File: src/gemac_tx_defines.svh
`ifndef GEMAC_TX_DEFINES_SVH
`define GEMAC_TX_DEFINES_SVH

// frame lengths in byte times, counted from the first preamble byte
`define GEMAC_PREAMBLE_LEN    8               // 7 x 55 plus the d5 delimiter
`define GEMAC_MIN_FRAME_LEN   68              // 60 frame bytes + preamble, no fcs
`define GEMAC_PAUSE_HDR_LEN   18              // da, sa, type, opcode, time

`define GEMAC_IFG_RESET       100             // gap count loaded at reset
`define GEMAC_QUANTUM_CYCLES  64              // 512 bit times at 8 bits per clock

`define GEMAC_FLOW_CTRL_ADDR  48'h01_80_C2_00_00_01
`define GEMAC_CTRL_TYPE       16'h8808        // mac control ethertype
`define GEMAC_PAUSE_OPCODE    16'h0001

`define GEMAC_CRC32_POLY      32'hEDB8_8320   // reflected 802.3 polynomial

`endif

File: src/gemac_tx_state_pkg.sv
package gemac_tx_state_pkg;

   // framer sequencing states
   typedef enum logic [4:0]
   {
      st_idle,
      st_preamble,         // seven 55 bytes
      st_sof,              // d5 delimiter
      st_first_byte,       // acks the client
      st_in_frame,
      st_in_frame_min,     // minimum length reached
      st_pad,
      st_crc_0,
      st_crc_1,
      st_crc_2,
      st_crc_3,
      st_error,            // underrun byte with tx_er
      st_pause_preamble,
      st_pause_sof,
      st_pause_body        // 18 header bytes
   } tx_state_t;

   // byte position within the pause header
   typedef logic [4:0] pause_idx_t;

endpackage

File: src/gemac_types_pkg.sv
package gemac_types_pkg;

   // one byte on gmii or the client side
   typedef logic [7:0] gemac_byte_t;

   // station or multicast address
   typedef logic [47:0] mac_addr_t;

   // crc register and fcs
   typedef logic [31:0] crc32_t;

   // inter-frame gap in byte times
   typedef logic [7:0] ifg_t;

   // pause quanta, sent or received
   typedef logic [15:0] pause_time_t;

   // bytes since the first preamble byte
   typedef logic [15:0] frame_len_t;

endpackage

File: src/gemac_crc32.sv
`timescale 1ns/1ps

`include "gemac_tx_defines.svh"

module gemac_crc32
(
   input  logic                        tx_clk,
   input  logic                        reset,
   input  logic                        crc_clear,
   input  logic                        crc_calc,
   input  gemac_types_pkg::gemac_byte_t crc_data,
   output gemac_types_pkg::crc32_t     crc_value
);

   import gemac_types_pkg::*;

   crc32_t crc_reg;   // reflected register, lsb is x^31

   // fold one byte in, lsb first
   function automatic crc32_t crc_next(input crc32_t crc, input gemac_byte_t data);
      crc32_t r;
      r = crc ^ {24'h0, data};
      for (int i = 0; i < 8; i++)
      begin
         if (r[0])
            r = (r >> 1) ^ `GEMAC_CRC32_POLY;
         else
            r = r >> 1;
      end
      return r;
   endfunction

   always_ff @(posedge tx_clk)
   begin
      if (reset || crc_clear)
         crc_reg <= '1;                              // preset to all ones
      else if (crc_calc)
         crc_reg <= crc_next(crc_reg, crc_data);
   end

   // first gmii byte of the fcs sits in [31:24]
   assign crc_value = ~{crc_reg[7:0], crc_reg[15:8], crc_reg[23:16], crc_reg[31:24]};

   a_clear_calc_excl: assert property (@(posedge tx_clk) disable iff (reset)
      !(crc_clear && crc_calc))
      else $error("crc_clear and crc_calc high in the same cycle");

endmodule

File: src/gemac_pause_timer.sv
`timescale 1ns/1ps

`include "gemac_tx_defines.svh"

module gemac_pause_timer
(
   input  logic                         tx_clk,
   input  logic                         reset,
   input  logic                         pause_rcvd,
   input  gemac_types_pkg::pause_time_t pause_quanta,
   output logic                         pause_apply
);

   import gemac_types_pkg::*;

   localparam int presc_w = $clog2(`GEMAC_QUANTUM_CYCLES);
   localparam logic [presc_w-1:0] presc_last = presc_w'(`GEMAC_QUANTUM_CYCLES - 1);

   pause_time_t        quanta_ctr;   // quanta still to wait
   logic [presc_w-1:0] presc;        // clocks left in the current quantum

   always_ff @(posedge tx_clk)
   begin
      if (reset)
      begin
         quanta_ctr <= '0;
         presc      <= '0;
      end
      else if (pause_rcvd)
      begin
         quanta_ctr <= pause_quanta;                // reload, zero releases at once
         presc      <= presc_last;
      end
      else if (quanta_ctr != '0)
      begin
         if (presc == '0)
         begin
            quanta_ctr <= quanta_ctr - 1'b1;
            presc      <= presc_last;
         end
         else
         begin
            presc <= presc - 1'b1;
         end
      end
   end

   assign pause_apply = (quanta_ctr != '0);

   a_zero_quanta: assert property (@(posedge tx_clk) disable iff (reset)
      (pause_rcvd && pause_quanta == '0) |=> !pause_apply)
      else $error("pause_apply still high after a zero-quanta pause");

endmodule

File: src/gemac_tx_framer.sv
`timescale 1ns/1ps

`include "gemac_tx_defines.svh"

module gemac_tx_framer
(
   input  logic                         tx_clk,
   input  logic                         reset,
   input  gemac_types_pkg::gemac_byte_t tx_data,
   input  logic                         tx_valid,
   input  logic                         tx_error,
   output logic                         tx_ack,
   input  gemac_types_pkg::ifg_t        ifg,
   input  gemac_types_pkg::mac_addr_t   mac_addr,
   input  logic                         pause_req,
   input  gemac_types_pkg::pause_time_t pause_time,
   input  logic                         pause_apply,
   output logic                         paused,
   output logic                         crc_clear,
   output logic                         crc_calc,
   output gemac_types_pkg::gemac_byte_t crc_data,
   input  gemac_types_pkg::crc32_t      crc_value,
   output logic                         gmii_tx_en,
   output logic                         gmii_tx_er,
   output gemac_types_pkg::gemac_byte_t gmii_txd
);

   import gemac_types_pkg::*;
   import gemac_tx_state_pkg::*;

   localparam frame_len_t preamble_last = frame_len_t'(`GEMAC_PREAMBLE_LEN - 2);
   localparam frame_len_t min_last      = frame_len_t'(`GEMAC_MIN_FRAME_LEN - 1);
   localparam frame_len_t min_len       = frame_len_t'(`GEMAC_MIN_FRAME_LEN);
   localparam pause_idx_t pause_idx_last = pause_idx_t'(`GEMAC_PAUSE_HDR_LEN - 1);

   tx_state_t   state;
   tx_state_t   state_next;
   frame_len_t  frame_len;
   ifg_t        ifg_ctr;
   logic        in_ifg;
   logic        send_pause;
   pause_time_t pause_time_held;
   pause_idx_t  pause_idx;
   gemac_byte_t pause_byte;
   logic [8*`GEMAC_PAUSE_HDR_LEN-1:0] pause_hdr;
   logic        tx_en_pre;
   logic        tx_er_pre;
   gemac_byte_t txd_pre;                  // one cycle ahead of gmii

   assign in_ifg = (ifg_ctr != '0);

   always_comb
   begin
      state_next = state;
      case (state)
         st_idle:
            if (!in_ifg)
            begin
               if (send_pause)                           // pause frame goes first
                  state_next = st_pause_preamble;
               else if (tx_valid && !pause_apply)
                  state_next = st_preamble;
            end
         st_preamble:
            if (frame_len == preamble_last)
               state_next = st_sof;
         st_sof:
            state_next = st_first_byte;
         st_first_byte:
            if (tx_error)
               state_next = st_error;                    // underrun
            else if (!tx_valid)
               state_next = st_pad;
            else
               state_next = st_in_frame;
         st_in_frame:
            if (tx_error)
               state_next = st_error;
            else if (!tx_valid)
               state_next = st_pad;
            else if (frame_len == min_last)
               state_next = st_in_frame_min;
         st_in_frame_min:
            if (tx_error)
               state_next = st_error;
            else if (!tx_valid)
               state_next = st_crc_0;
         st_pad:
            if (frame_len == min_len)
               state_next = st_crc_0;
         st_crc_0:
            state_next = st_crc_1;
         st_crc_1:
            state_next = st_crc_2;
         st_crc_2:
            state_next = st_crc_3;
         st_crc_3:
            state_next = st_idle;
         st_error:
            state_next = st_idle;
         st_pause_preamble:
            if (frame_len == preamble_last)
               state_next = st_pause_sof;
         st_pause_sof:
            state_next = st_pause_body;
         st_pause_body:
            if (pause_idx == pause_idx_last)
               state_next = st_pad;                      // zero fill to 60 bytes
         default:
            state_next = st_idle;
      endcase
   end

   always_ff @(posedge tx_clk)
   begin
      if (reset)
         state <= st_idle;
      else
         state <= state_next;
   end

   always_ff @(posedge tx_clk)
   begin
      if (reset || state == st_idle)
         frame_len <= '0;
      else
         frame_len <= frame_len + 1'b1;
   end

   // gap restarts after a good frame and after an underrun
   always_ff @(posedge tx_clk)
   begin
      if (reset)
         ifg_ctr <= ifg_t'(`GEMAC_IFG_RESET);
      else if (state == st_crc_3 || state == st_error)
         ifg_ctr <= ifg;
      else if (in_ifg)
         ifg_ctr <= ifg_ctr - 1'b1;
   end

   always_ff @(posedge tx_clk)
   begin
      if (reset)
         send_pause <= 1'b0;
      else if (pause_req)
         send_pause <= 1'b1;
      else if (state == st_pause_preamble)
         send_pause <= 1'b0;
   end

   always_ff @(posedge tx_clk)
   begin
      if (pause_req)
         pause_time_held <= pause_time;
   end

   // header bytes in wire order, first byte at the top
   assign pause_hdr = {`GEMAC_FLOW_CTRL_ADDR, mac_addr, `GEMAC_CTRL_TYPE,
                       `GEMAC_PAUSE_OPCODE, pause_time_held};
   assign pause_idx = pause_idx_t'(frame_len - frame_len_t'(`GEMAC_PREAMBLE_LEN));
   assign pause_byte = pause_hdr[8*(`GEMAC_PAUSE_HDR_LEN-1-pause_idx) +: 8];

   always_ff @(posedge tx_clk)
   begin
      if (reset)
      begin
         tx_en_pre <= 1'b0;
         tx_er_pre <= 1'b0;
      end
      else
      begin
         case (state)
            st_idle:
            begin
               tx_en_pre <= 1'b0;
               tx_er_pre <= 1'b0;
            end
            st_preamble, st_pause_preamble:
               tx_en_pre <= 1'b1;
            st_error:
               tx_er_pre <= 1'b1;
            st_crc_3:
               tx_en_pre <= 1'b0;
            default:
               tx_en_pre <= tx_en_pre;
         endcase
      end
   end

   always_ff @(posedge tx_clk)
   begin
      case (state)
         st_idle, st_pad, st_error:
            txd_pre <= 8'h00;
         st_preamble, st_pause_preamble:
            txd_pre <= 8'h55;
         st_sof, st_pause_sof:
            txd_pre <= 8'hD5;
         st_first_byte, st_in_frame, st_in_frame_min:
            txd_pre <= tx_valid ? tx_data : 8'h00;
         st_pause_body:
            txd_pre <= pause_byte;
         default:
            txd_pre <= txd_pre;                          // don't care under the fcs
      endcase
   end

   assign crc_clear = (state == st_idle);
   assign crc_calc  = (state == st_in_frame) || (state == st_in_frame_min) ||
                      (state == st_pad) || (state == st_pause_body && pause_idx != '0);
   assign crc_data  = txd_pre;

   assign tx_ack = (state == st_first_byte);

   always_ff @(posedge tx_clk)
   begin
      if (reset)
      begin
         gmii_tx_en <= 1'b0;
         gmii_tx_er <= 1'b0;
      end
      else
      begin
         gmii_tx_en <= tx_en_pre;
         gmii_tx_er <= tx_er_pre;
      end
   end

   // fcs replaces the pre-output byte, msb first
   always_ff @(posedge tx_clk)
   begin
      case (state)
         st_crc_0: gmii_txd <= crc_value[31:24];
         st_crc_1: gmii_txd <= crc_value[23:16];
         st_crc_2: gmii_txd <= crc_value[15:8];
         st_crc_3: gmii_txd <= crc_value[7:0];
         default:  gmii_txd <= txd_pre;
      endcase
   end

   // only reported once the framer is back in idle
   always_ff @(posedge tx_clk)
   begin
      if (reset)
         paused <= 1'b0;
      else if (!pause_apply)
         paused <= 1'b0;
      else if (state == st_idle)
         paused <= 1'b1;
   end

   a_er_inside_en: assert property (@(posedge tx_clk) disable iff (reset)
      gmii_tx_er |-> gmii_tx_en)
      else $error("gmii_tx_er high without gmii_tx_en");

   a_ack_single: assert property (@(posedge tx_clk) disable iff (reset)
      tx_ack |=> !tx_ack)
      else $error("tx_ack high for two cycles in a row");

endmodule

File: src/gemac_tx_top.sv
`timescale 1ns/1ps

module gemac_tx_top
(
   input  logic                         tx_clk,
   input  logic                         reset,
   input  gemac_types_pkg::gemac_byte_t tx_data,
   input  logic                         tx_valid,
   input  logic                         tx_error,
   output logic                         tx_ack,
   input  gemac_types_pkg::ifg_t        ifg,
   input  gemac_types_pkg::mac_addr_t   mac_addr,
   input  logic                         pause_req,
   input  gemac_types_pkg::pause_time_t pause_time,
   input  logic                         pause_rcvd,
   input  gemac_types_pkg::pause_time_t pause_quanta,
   output logic                         paused,
   output logic                         gmii_tx_en,
   output logic                         gmii_tx_er,
   output gemac_types_pkg::gemac_byte_t gmii_txd
);

   import gemac_types_pkg::*;

   logic        crc_clear;
   logic        crc_calc;
   gemac_byte_t crc_data;
   crc32_t      crc_value;
   logic        pause_apply;   // hold-off from the received pause

   gemac_tx_framer i_framer (
      .tx_clk      (tx_clk),
      .reset       (reset),
      .tx_data     (tx_data),
      .tx_valid    (tx_valid),
      .tx_error    (tx_error),
      .tx_ack      (tx_ack),
      .ifg         (ifg),
      .mac_addr    (mac_addr),
      .pause_req   (pause_req),
      .pause_time  (pause_time),
      .pause_apply (pause_apply),
      .paused      (paused),
      .crc_clear   (crc_clear),
      .crc_calc    (crc_calc),
      .crc_data    (crc_data),
      .crc_value   (crc_value),
      .gmii_tx_en  (gmii_tx_en),
      .gmii_tx_er  (gmii_tx_er),
      .gmii_txd    (gmii_txd)
   );

   gemac_crc32 i_crc (
      .tx_clk    (tx_clk),
      .reset     (reset),
      .crc_clear (crc_clear),
      .crc_calc  (crc_calc),
      .crc_data  (crc_data),
      .crc_value (crc_value)
   );

   gemac_pause_timer i_pause_timer (
      .tx_clk       (tx_clk),
      .reset        (reset),
      .pause_rcvd   (pause_rcvd),
      .pause_quanta (pause_quanta),
      .pause_apply  (pause_apply)
   );

endmodule

File: config.mk
export PLATFORM = sky130hd
export DESIGN_NAME = gemac_tx_top
export DESIGN_NICKNAME = d
export VERILOG_FILES = /design/src/gemac_tx_state_pkg.sv /design/src/gemac_types_pkg.sv /design/src/gemac_crc32.sv /design/src/gemac_pause_timer.sv /design/src/gemac_tx_framer.sv /design/src/gemac_tx_top.sv
export VERILOG_INCLUDE_DIRS = /design/src /design/src/src
export SDC_FILE = /design/constraint.sdc
export NUM_CORES = 1
export LEC_CHECK = 0
export ABC_AREA = 1
export BUFFER_PORTS_ARGS = -buffer_cell sky130_fd_sc_hd__buf_2
export CORE_MARGIN = 2
export CORE_UTILIZATION = 50
export DETAILED_ROUTE_END_ITERATION = 10
export PLACE_DENSITY = 0.82
export SLEW_MARGIN = 20
export SYNTH_ARGS = -nofsm -noshare
export SYNTH_HDL_FRONTEND = slang
export SYNTH_SLANG_ARGS = --single-unit
File: constraint.sdc
create_clock -name tx_clk -period 3.18 [get_ports tx_clk]
set_input_delay 0.795 -clock tx_clk [delete_from_list [all_inputs] [get_ports tx_clk]]
set_output_delay 0.795 -clock tx_clk [all_outputs]
set_load 0.02 [all_outputs]
### Word level (Yosys, flattened, before mapping)

Index checks and enable logic that the tools add are counted.

| storage, ports and cells | value |
|---|---|
| bits in registers | 121 |
| input port bits | 102 |
| output and inout port bits | 12 |
| word-level logic and storage cells | 139 |

| cells by class | value |
|---|---|
| add/sub/neg operators | 6 |
| equality and inequality tests | 26 |
| shifts and indexed selects | 1 |
| multiplexer cells | 52 |
| bitwise logic cells | 11 |
| reduce and logical (&&, ||, !) cells | 28 |

Operators by type and width:

| kind | number |
|---|---|
| $mux 32 | 22 |
| $shiftx 144x33->8 | 1 |
| $not 13->14 | 8 |
| $mux 5 | 13 |
| $pmux 5 s13 | 1 |
| $mux 16 | 3 |
| $pmux 8 s5 | 1 |
| $eq 5x4->1 const B | 7 |
| $eq 16x7->1 const B | 2 |
| $not 32->32 | 1 |
| $pmux 8 s4 | 1 |
| $xor 32x8->32 | 1 |
| $mux 8 | 3 |
| $eq 5x3->1 const B | 4 |
| $mux 6 | 3 |
| $add 16x1->16 const B | 1 |
| $eq 16x3->1 const B | 1 |
| $reduce_bool 16->1 | 1 |
| $sub 16x1->16 const B | 1 |
| $reduce_bool 2->1 | 6 |
| $eq 5x2->1 const B | 2 |
| $reduce_bool 5->1 | 2 |
| $ne 2x1->1 const B | 4 |
| $reduce_and 8->1 | 1 |
| other kinds (23) | 34 |

### Logic depth before layout (Yosys ltp)

| depth | value |
|---|---|
| word-level depth | 32 |
| depth in mapped cells | 15 |
| depth with buffers taken out | 14 |

### Cells and area by module

From an unflattened synthesis, not the netlist that was laid out.

| second synthesis, totals | value |
|---|---|
| cells, all modules | 1249 |
| area total of the unflattened synthesis | 8192.9 sq um |

By module, submodules not included:

| module | times used | cells each | area each (sq um) | seq. area each (sq um) |
|---|---|---|---|---|
| gemac_tx_framer | 1 | 584 | 4185.3 | 1561.5 |
| gemac_crc32 | 1 | 412 | 2456.1 | 640.6 |
| gemac_pause_timer | 1 | 253 | 1551.5 | 440.4 |

### Worst setup path after synthesis

OpenSTA, ideal clock, no wires.

| timing path | value |
|---|---|
| path kind | reg-to-reg |
| start | reg i_framer.frame_len[1] |
| end | reg i_framer.txd_pre[4] (netlist: i_framer.crc_data[4]) (data pin) |
| library setup time | 0.254 ns |
| data arrival time | 1.976 ns |
| required time | 2.926 ns |
| slack | 0.949 ns |
| cell stages (with the launch flop) | 15 |
| path buffers | 2 |
| period minus slack after synthesis | 2.231 ns |
| cells stage by stage | dfxtp_1 inv_1 buf_1 ha_1 nand2_1 nand2_1 nand2_2 inv_2 buf_2 a22oi_1 nand2_1 nand2_1 nand2_1 nand3b_1 nand2_1 |

| between the ends | value |
|---|---|
| longest elaborated chain between the ends | 4 |

RTL lines:

| element | line | RTL |
|---|---|---|
| start: declaration | gemac_tx_framer.sv:38 | `frame_len_t frame_len;` |
| start signal: assignment | gemac_tx_framer.sv:127 | `frame_len <= frame_len + 1'b1;` |
| $sub 5x4->5 | gemac_tx_framer.sv:160 | `` assign pause_idx = pause_idx_t'(frame_len - frame_len_t'(`GEMAC_PREAMBLE_LEN)); `` |
| $sub 5x5->6 (no line) | n/a |  |
| $shiftx 144x33->8 | gemac_tx_framer.sv:161 | `` assign pause_byte = pause_hdr[8*(`GEMAC_PAUSE_HDR_LEN-1-pause_idx) +: 8]; `` |
| $pmux 8 s5 | gemac_tx_framer.sv:192 | `case (state)` |
| end signal: assignment | gemac_tx_framer.sv:200 | `txd_pre <= tx_valid ? tx_data : 8'h00;` |
| end signal: assignment | gemac_tx_framer.sv:202 | `txd_pre <= pause_byte;` |
| end signal: assignment | gemac_tx_framer.sv:204 | `txd_pre <= txd_pre;` |
| end: declaration | gemac_tx_framer.sv:48 | `gemac_byte_t txd_pre;` |

Every way passes these cells.
A chain may end at the register's enable or synchronous reset.

### Worst setup path after layout

| timing path | value |
|---|---|
| start | reg i_framer.state[1] |
| end | out tx_ack |

| between the ends | value |
|---|---|
| longest elaborated chain between the ends | 1 |

RTL lines:

| element | line | RTL |
|---|---|---|
| start: declaration | gemac_tx_framer.sv:36 | `tx_state_t state;` |
| start signal: assignment | gemac_tx_framer.sv:117 | `state <= st_idle;` |
| start signal: assignment | gemac_tx_framer.sv:119 | `state <= state_next;` |
| $eq 5x2->1 | gemac_tx_framer.sv:213 | `assign tx_ack = (state == st_first_byte);` |
| end: declaration | gemac_tx_top.sv:10 | `output logic tx_ack,` |

Every way passes these cells.

==> flow_summary_export.csv <==
group,metric,value,unit
synth,syn-num-nets,1241,
drt,first_pass_iters,8,
synth,synth_top_cells_by_area,"dfxtp_1 (25%), nand2_1 (17%), edfxtp_1 (9.6%)",
grt,grt_pass1_vias,7303,
timing,fmax,418,MHz
clocking,cts.sinks,120,
placement,placedCellCount,1400,
critical_path,endpoint_kind,"output pin",
power_and_ir_drop,ir_worst_vdd,0.000509,V
die,boundaryPins,114,
critical_path,slowest_delay,0.46,ns
die,initial_utilization,51.5,%
synth,postSynthCellCount,1126,
die,die_area,16100,µm²
critical_path,critical_path_class,"reg2out",
synth,ys_ff_latch,120,
drt,route.detailed.drc,0,
critical_path,path_delay_family,"buffers and inverters",
timing,hold_ws,0.427,ns
grt,grt_pass1_wl,33.5,mm
placement,hpwl,14.6,mm
timing,fin_crit,2.39,ns
synth,synth_area,7540,µm²
synth,yosys.cell_types.count,46,
synth,synth_top_area_cell,"dfxtp_1",
clocking,clock_latency,0.42,ns
timing,skew,0.00990,ns
timing,period_share,75.2,%
final_layout,syn_to_final_growth,17.1,%
drt,antenna_left,0,
grt,grt_max_degree,42,
status,outcome,"complete, no violations",
timing,relSlewSlack,46.1,%
clocking,cts_max_level,4,
final_layout,largest_reg_flops,32,
drt,drt_iter0_drc,746,
power_and_ir_drop,power.leakage,4.19,nW
critical_path,path_buf_inv,3,
drt,wirelength,20.0,mm
synth,synth_edf_count,24,
final_layout,fin_nets,1350,
timing,hold_viol,0,
drt,wl_per_cell,13.9,µm
placement,io_buffers,113,
timing,fin_setup_tns,0,ns
grt,grt_overflow,0,
final_layout,fin_cells,1433,
critical_path,path_cells,"nand2_1 > inv_1 > nand2_1 > inv_1 > buf_2",
die,die_w,127,µm
power_and_ir_drop,power.density,819,nW/µm²
critical_path,cp_max_fo,6,
clocking,cts_buffer_depth,2,
hold_path,min_path_type,"reg2reg",
placement,gp_congestion,0.917,
synth,synth-seq-area-share,35.1,%
synth,synth_top_area_share,25.5,%
clocking,cts_hold_buf,0,
grt,antenna_found_initial,1,
clocking,cts_resized,0,
drt,viasPerCell,5.46,
die,die_height,127,µm
critical_path,cp.required,2.38,ns
timing,tightestPinTransition,0.808,ns
grt,grt.total_usage,25.4,%
drt,vias,7819,
synth,syn_area_per_cell,6.69,µm²
synth,async_flop_share,0,%
synth,synth_flop_cell,"dfxtp_1",
clocking,cts-root-buf,"clkbuf_16",
critical_path,critPathLaunchType,"flop",
run,drv_cap,0,
timing,setup_viol,0,
critical_path,slowest_stage,"dfxtp_1",
synth,yosysWarnings,0,
final_layout,drive_gt1_share,15.9,%
clocking,cts_tree,"done",
timing,slew_violations,0,
timing,rsz0062_at_grt,"false",
clocking,clkTransAtPathRegs,0.05,ns
clocking,cts_setup_buffers,0,
clocking,numCtsBuffers,17,
critical_path,arrival,1.60,ns
die,coreArea,14600,µm²
die,row_count,44,
==> cells in the mapped netlist, types with 3 or more instances <==
cell type	instances
a211oi_1	4
a21oi_1	61
a221oi_1	7
a22oi_1	7
buf_2	13
clkbuf_1	12
dfxtp_1	96
edfxtp_1	24
ha_1	13
inv_1	118
inv_2	10
nand2_1	350
nand2_2	9
nand3_1	92
nand3b_1	10
nand4_1	4
nor2_1	102
nor2_2	13
nor2_4	6
nor3_1	9
o211ai_1	15
o21ai_0	50
o21ai_1	5
o21bai_1	4
o221ai_1	3
o22ai_1	9
or2_1	3
or2_2	8
xnor2_1	16
xor2_1	32
==> area by class of cell <==
cell class | count | area, µm²
inverters | 128 | 480
clock buffers | 18 | 429
diodes | 1 | 2.50
well taps | 184 | 230
repair buffers | 119 | 611
flip-flops and latches | 120 | 2640
fillers | 1378 | 5820
multi-input cells | 849 | 4270
clock inverters | 14 | 158
==> per-stage QoR <==
step / setup slack [ns] / util [%] / instance area [µm²] / power [mW]
2_1_floorplan: 0.949 / - / 7540 / 4.50
3_3_place_gp: 0.878 / 56.2 / 8240 / 5.18
3_5_place_dp: 0.785 / 56.2 / 8240 / 5.26
4_1_cts: 0.814 / 60.2 / 8820 / 7.21
5_1_grt: 0.673 / 60.3 / 8820 / 7.75
6_report: 0.789 / 60.3 / 8820 / 7.23
==> layout by cell type (no fill, tap or decap), types with 10 or more instances in the layout <==
| master | Yosys | layout |
|---|---|---|
| xor2_1 | 32 | 32 |
| a21oi_1 | 61 | 61 |
| o211ai_1 | 15 | 15 |
| buf_2 | 13 | 113 |
| inv_1 | 118 | 118 |
| nand3_1 | 92 | 92 |
| nand3b_1 | 10 | 10 |
| clkbuf_16 | 0 | 17 |
| nor2_2 | 13 | 13 |
| nor2_1 | 102 | 102 |
| ha_1 | 13 | 13 |
| nand2_1 | 350 | 350 |
| o21ai_0 | 50 | 50 |
| inv_2 | 10 | 10 |
| edfxtp_1 | 24 | 24 |
| dfxtp_1 | 96 | 96 |
| xnor2_1 | 16 | 16 |
==> where the power goes <==
group | switching, mW | leakage, nW | internal [mW] | total (mW)
Combinational | 2.15 | 2.87 | 1.09 | 3.24
Sequential | 0.219 | 1.03 | 1.85 | 2.07
Clock | 0.705 | 0.281 | 1.22 | 1.93
==> layer usage <==
layer,wire length [µm],track usage (%),up-vias
met1,8770,33.0,3578
li1,-,-,3889
met4,495,10.9,0
met5,0,0,-
met2,9480,42.0,313
met3,1230,4.34,39
==> worst paths after layout <==
kind                                    start                             end  cells past startpoint  slack, ns
max reg2reg  i_framer.frame_len[1]$_SDFF_PP0_  i_framer.crc_data[3]$_DFFE_PP_                     11       0.86
max            i_framer.state[1]$_SDFFE_PP0P_                          tx_ack                      5       0.79
min reg2reg   i_framer.tx_er_pre$_SDFFE_PP0P_  i_framer.gmii_tx_er$_SDFF_PP0_                      2       0.43
min           i_framer.tx_er_pre$_SDFFE_PP0P_  i_framer.gmii_tx_er$_SDFF_PP0_                      2       0.43
==> tightest hold or removal path, delay by kind of cell (launching register included) <==
family / cells / cell delay (ns)
buffers and inverters: 1 / 0.05
flip-flops: 1 / 0.30
AND/OR/NAND/NOR: 1 / 0.04
==> cell families after synthesis <==
kind of cell | synth area share, %
AND/OR/NAND/NOR | 34.8
AO/OA/AOI/OAI | 13.7
buffers and inverters | 8.28
flip-flops | 35.1
XOR/XNOR | 6.01
adder cells (fa/ha/maj) | 2.16
Power figures use the tool's default switching activity.
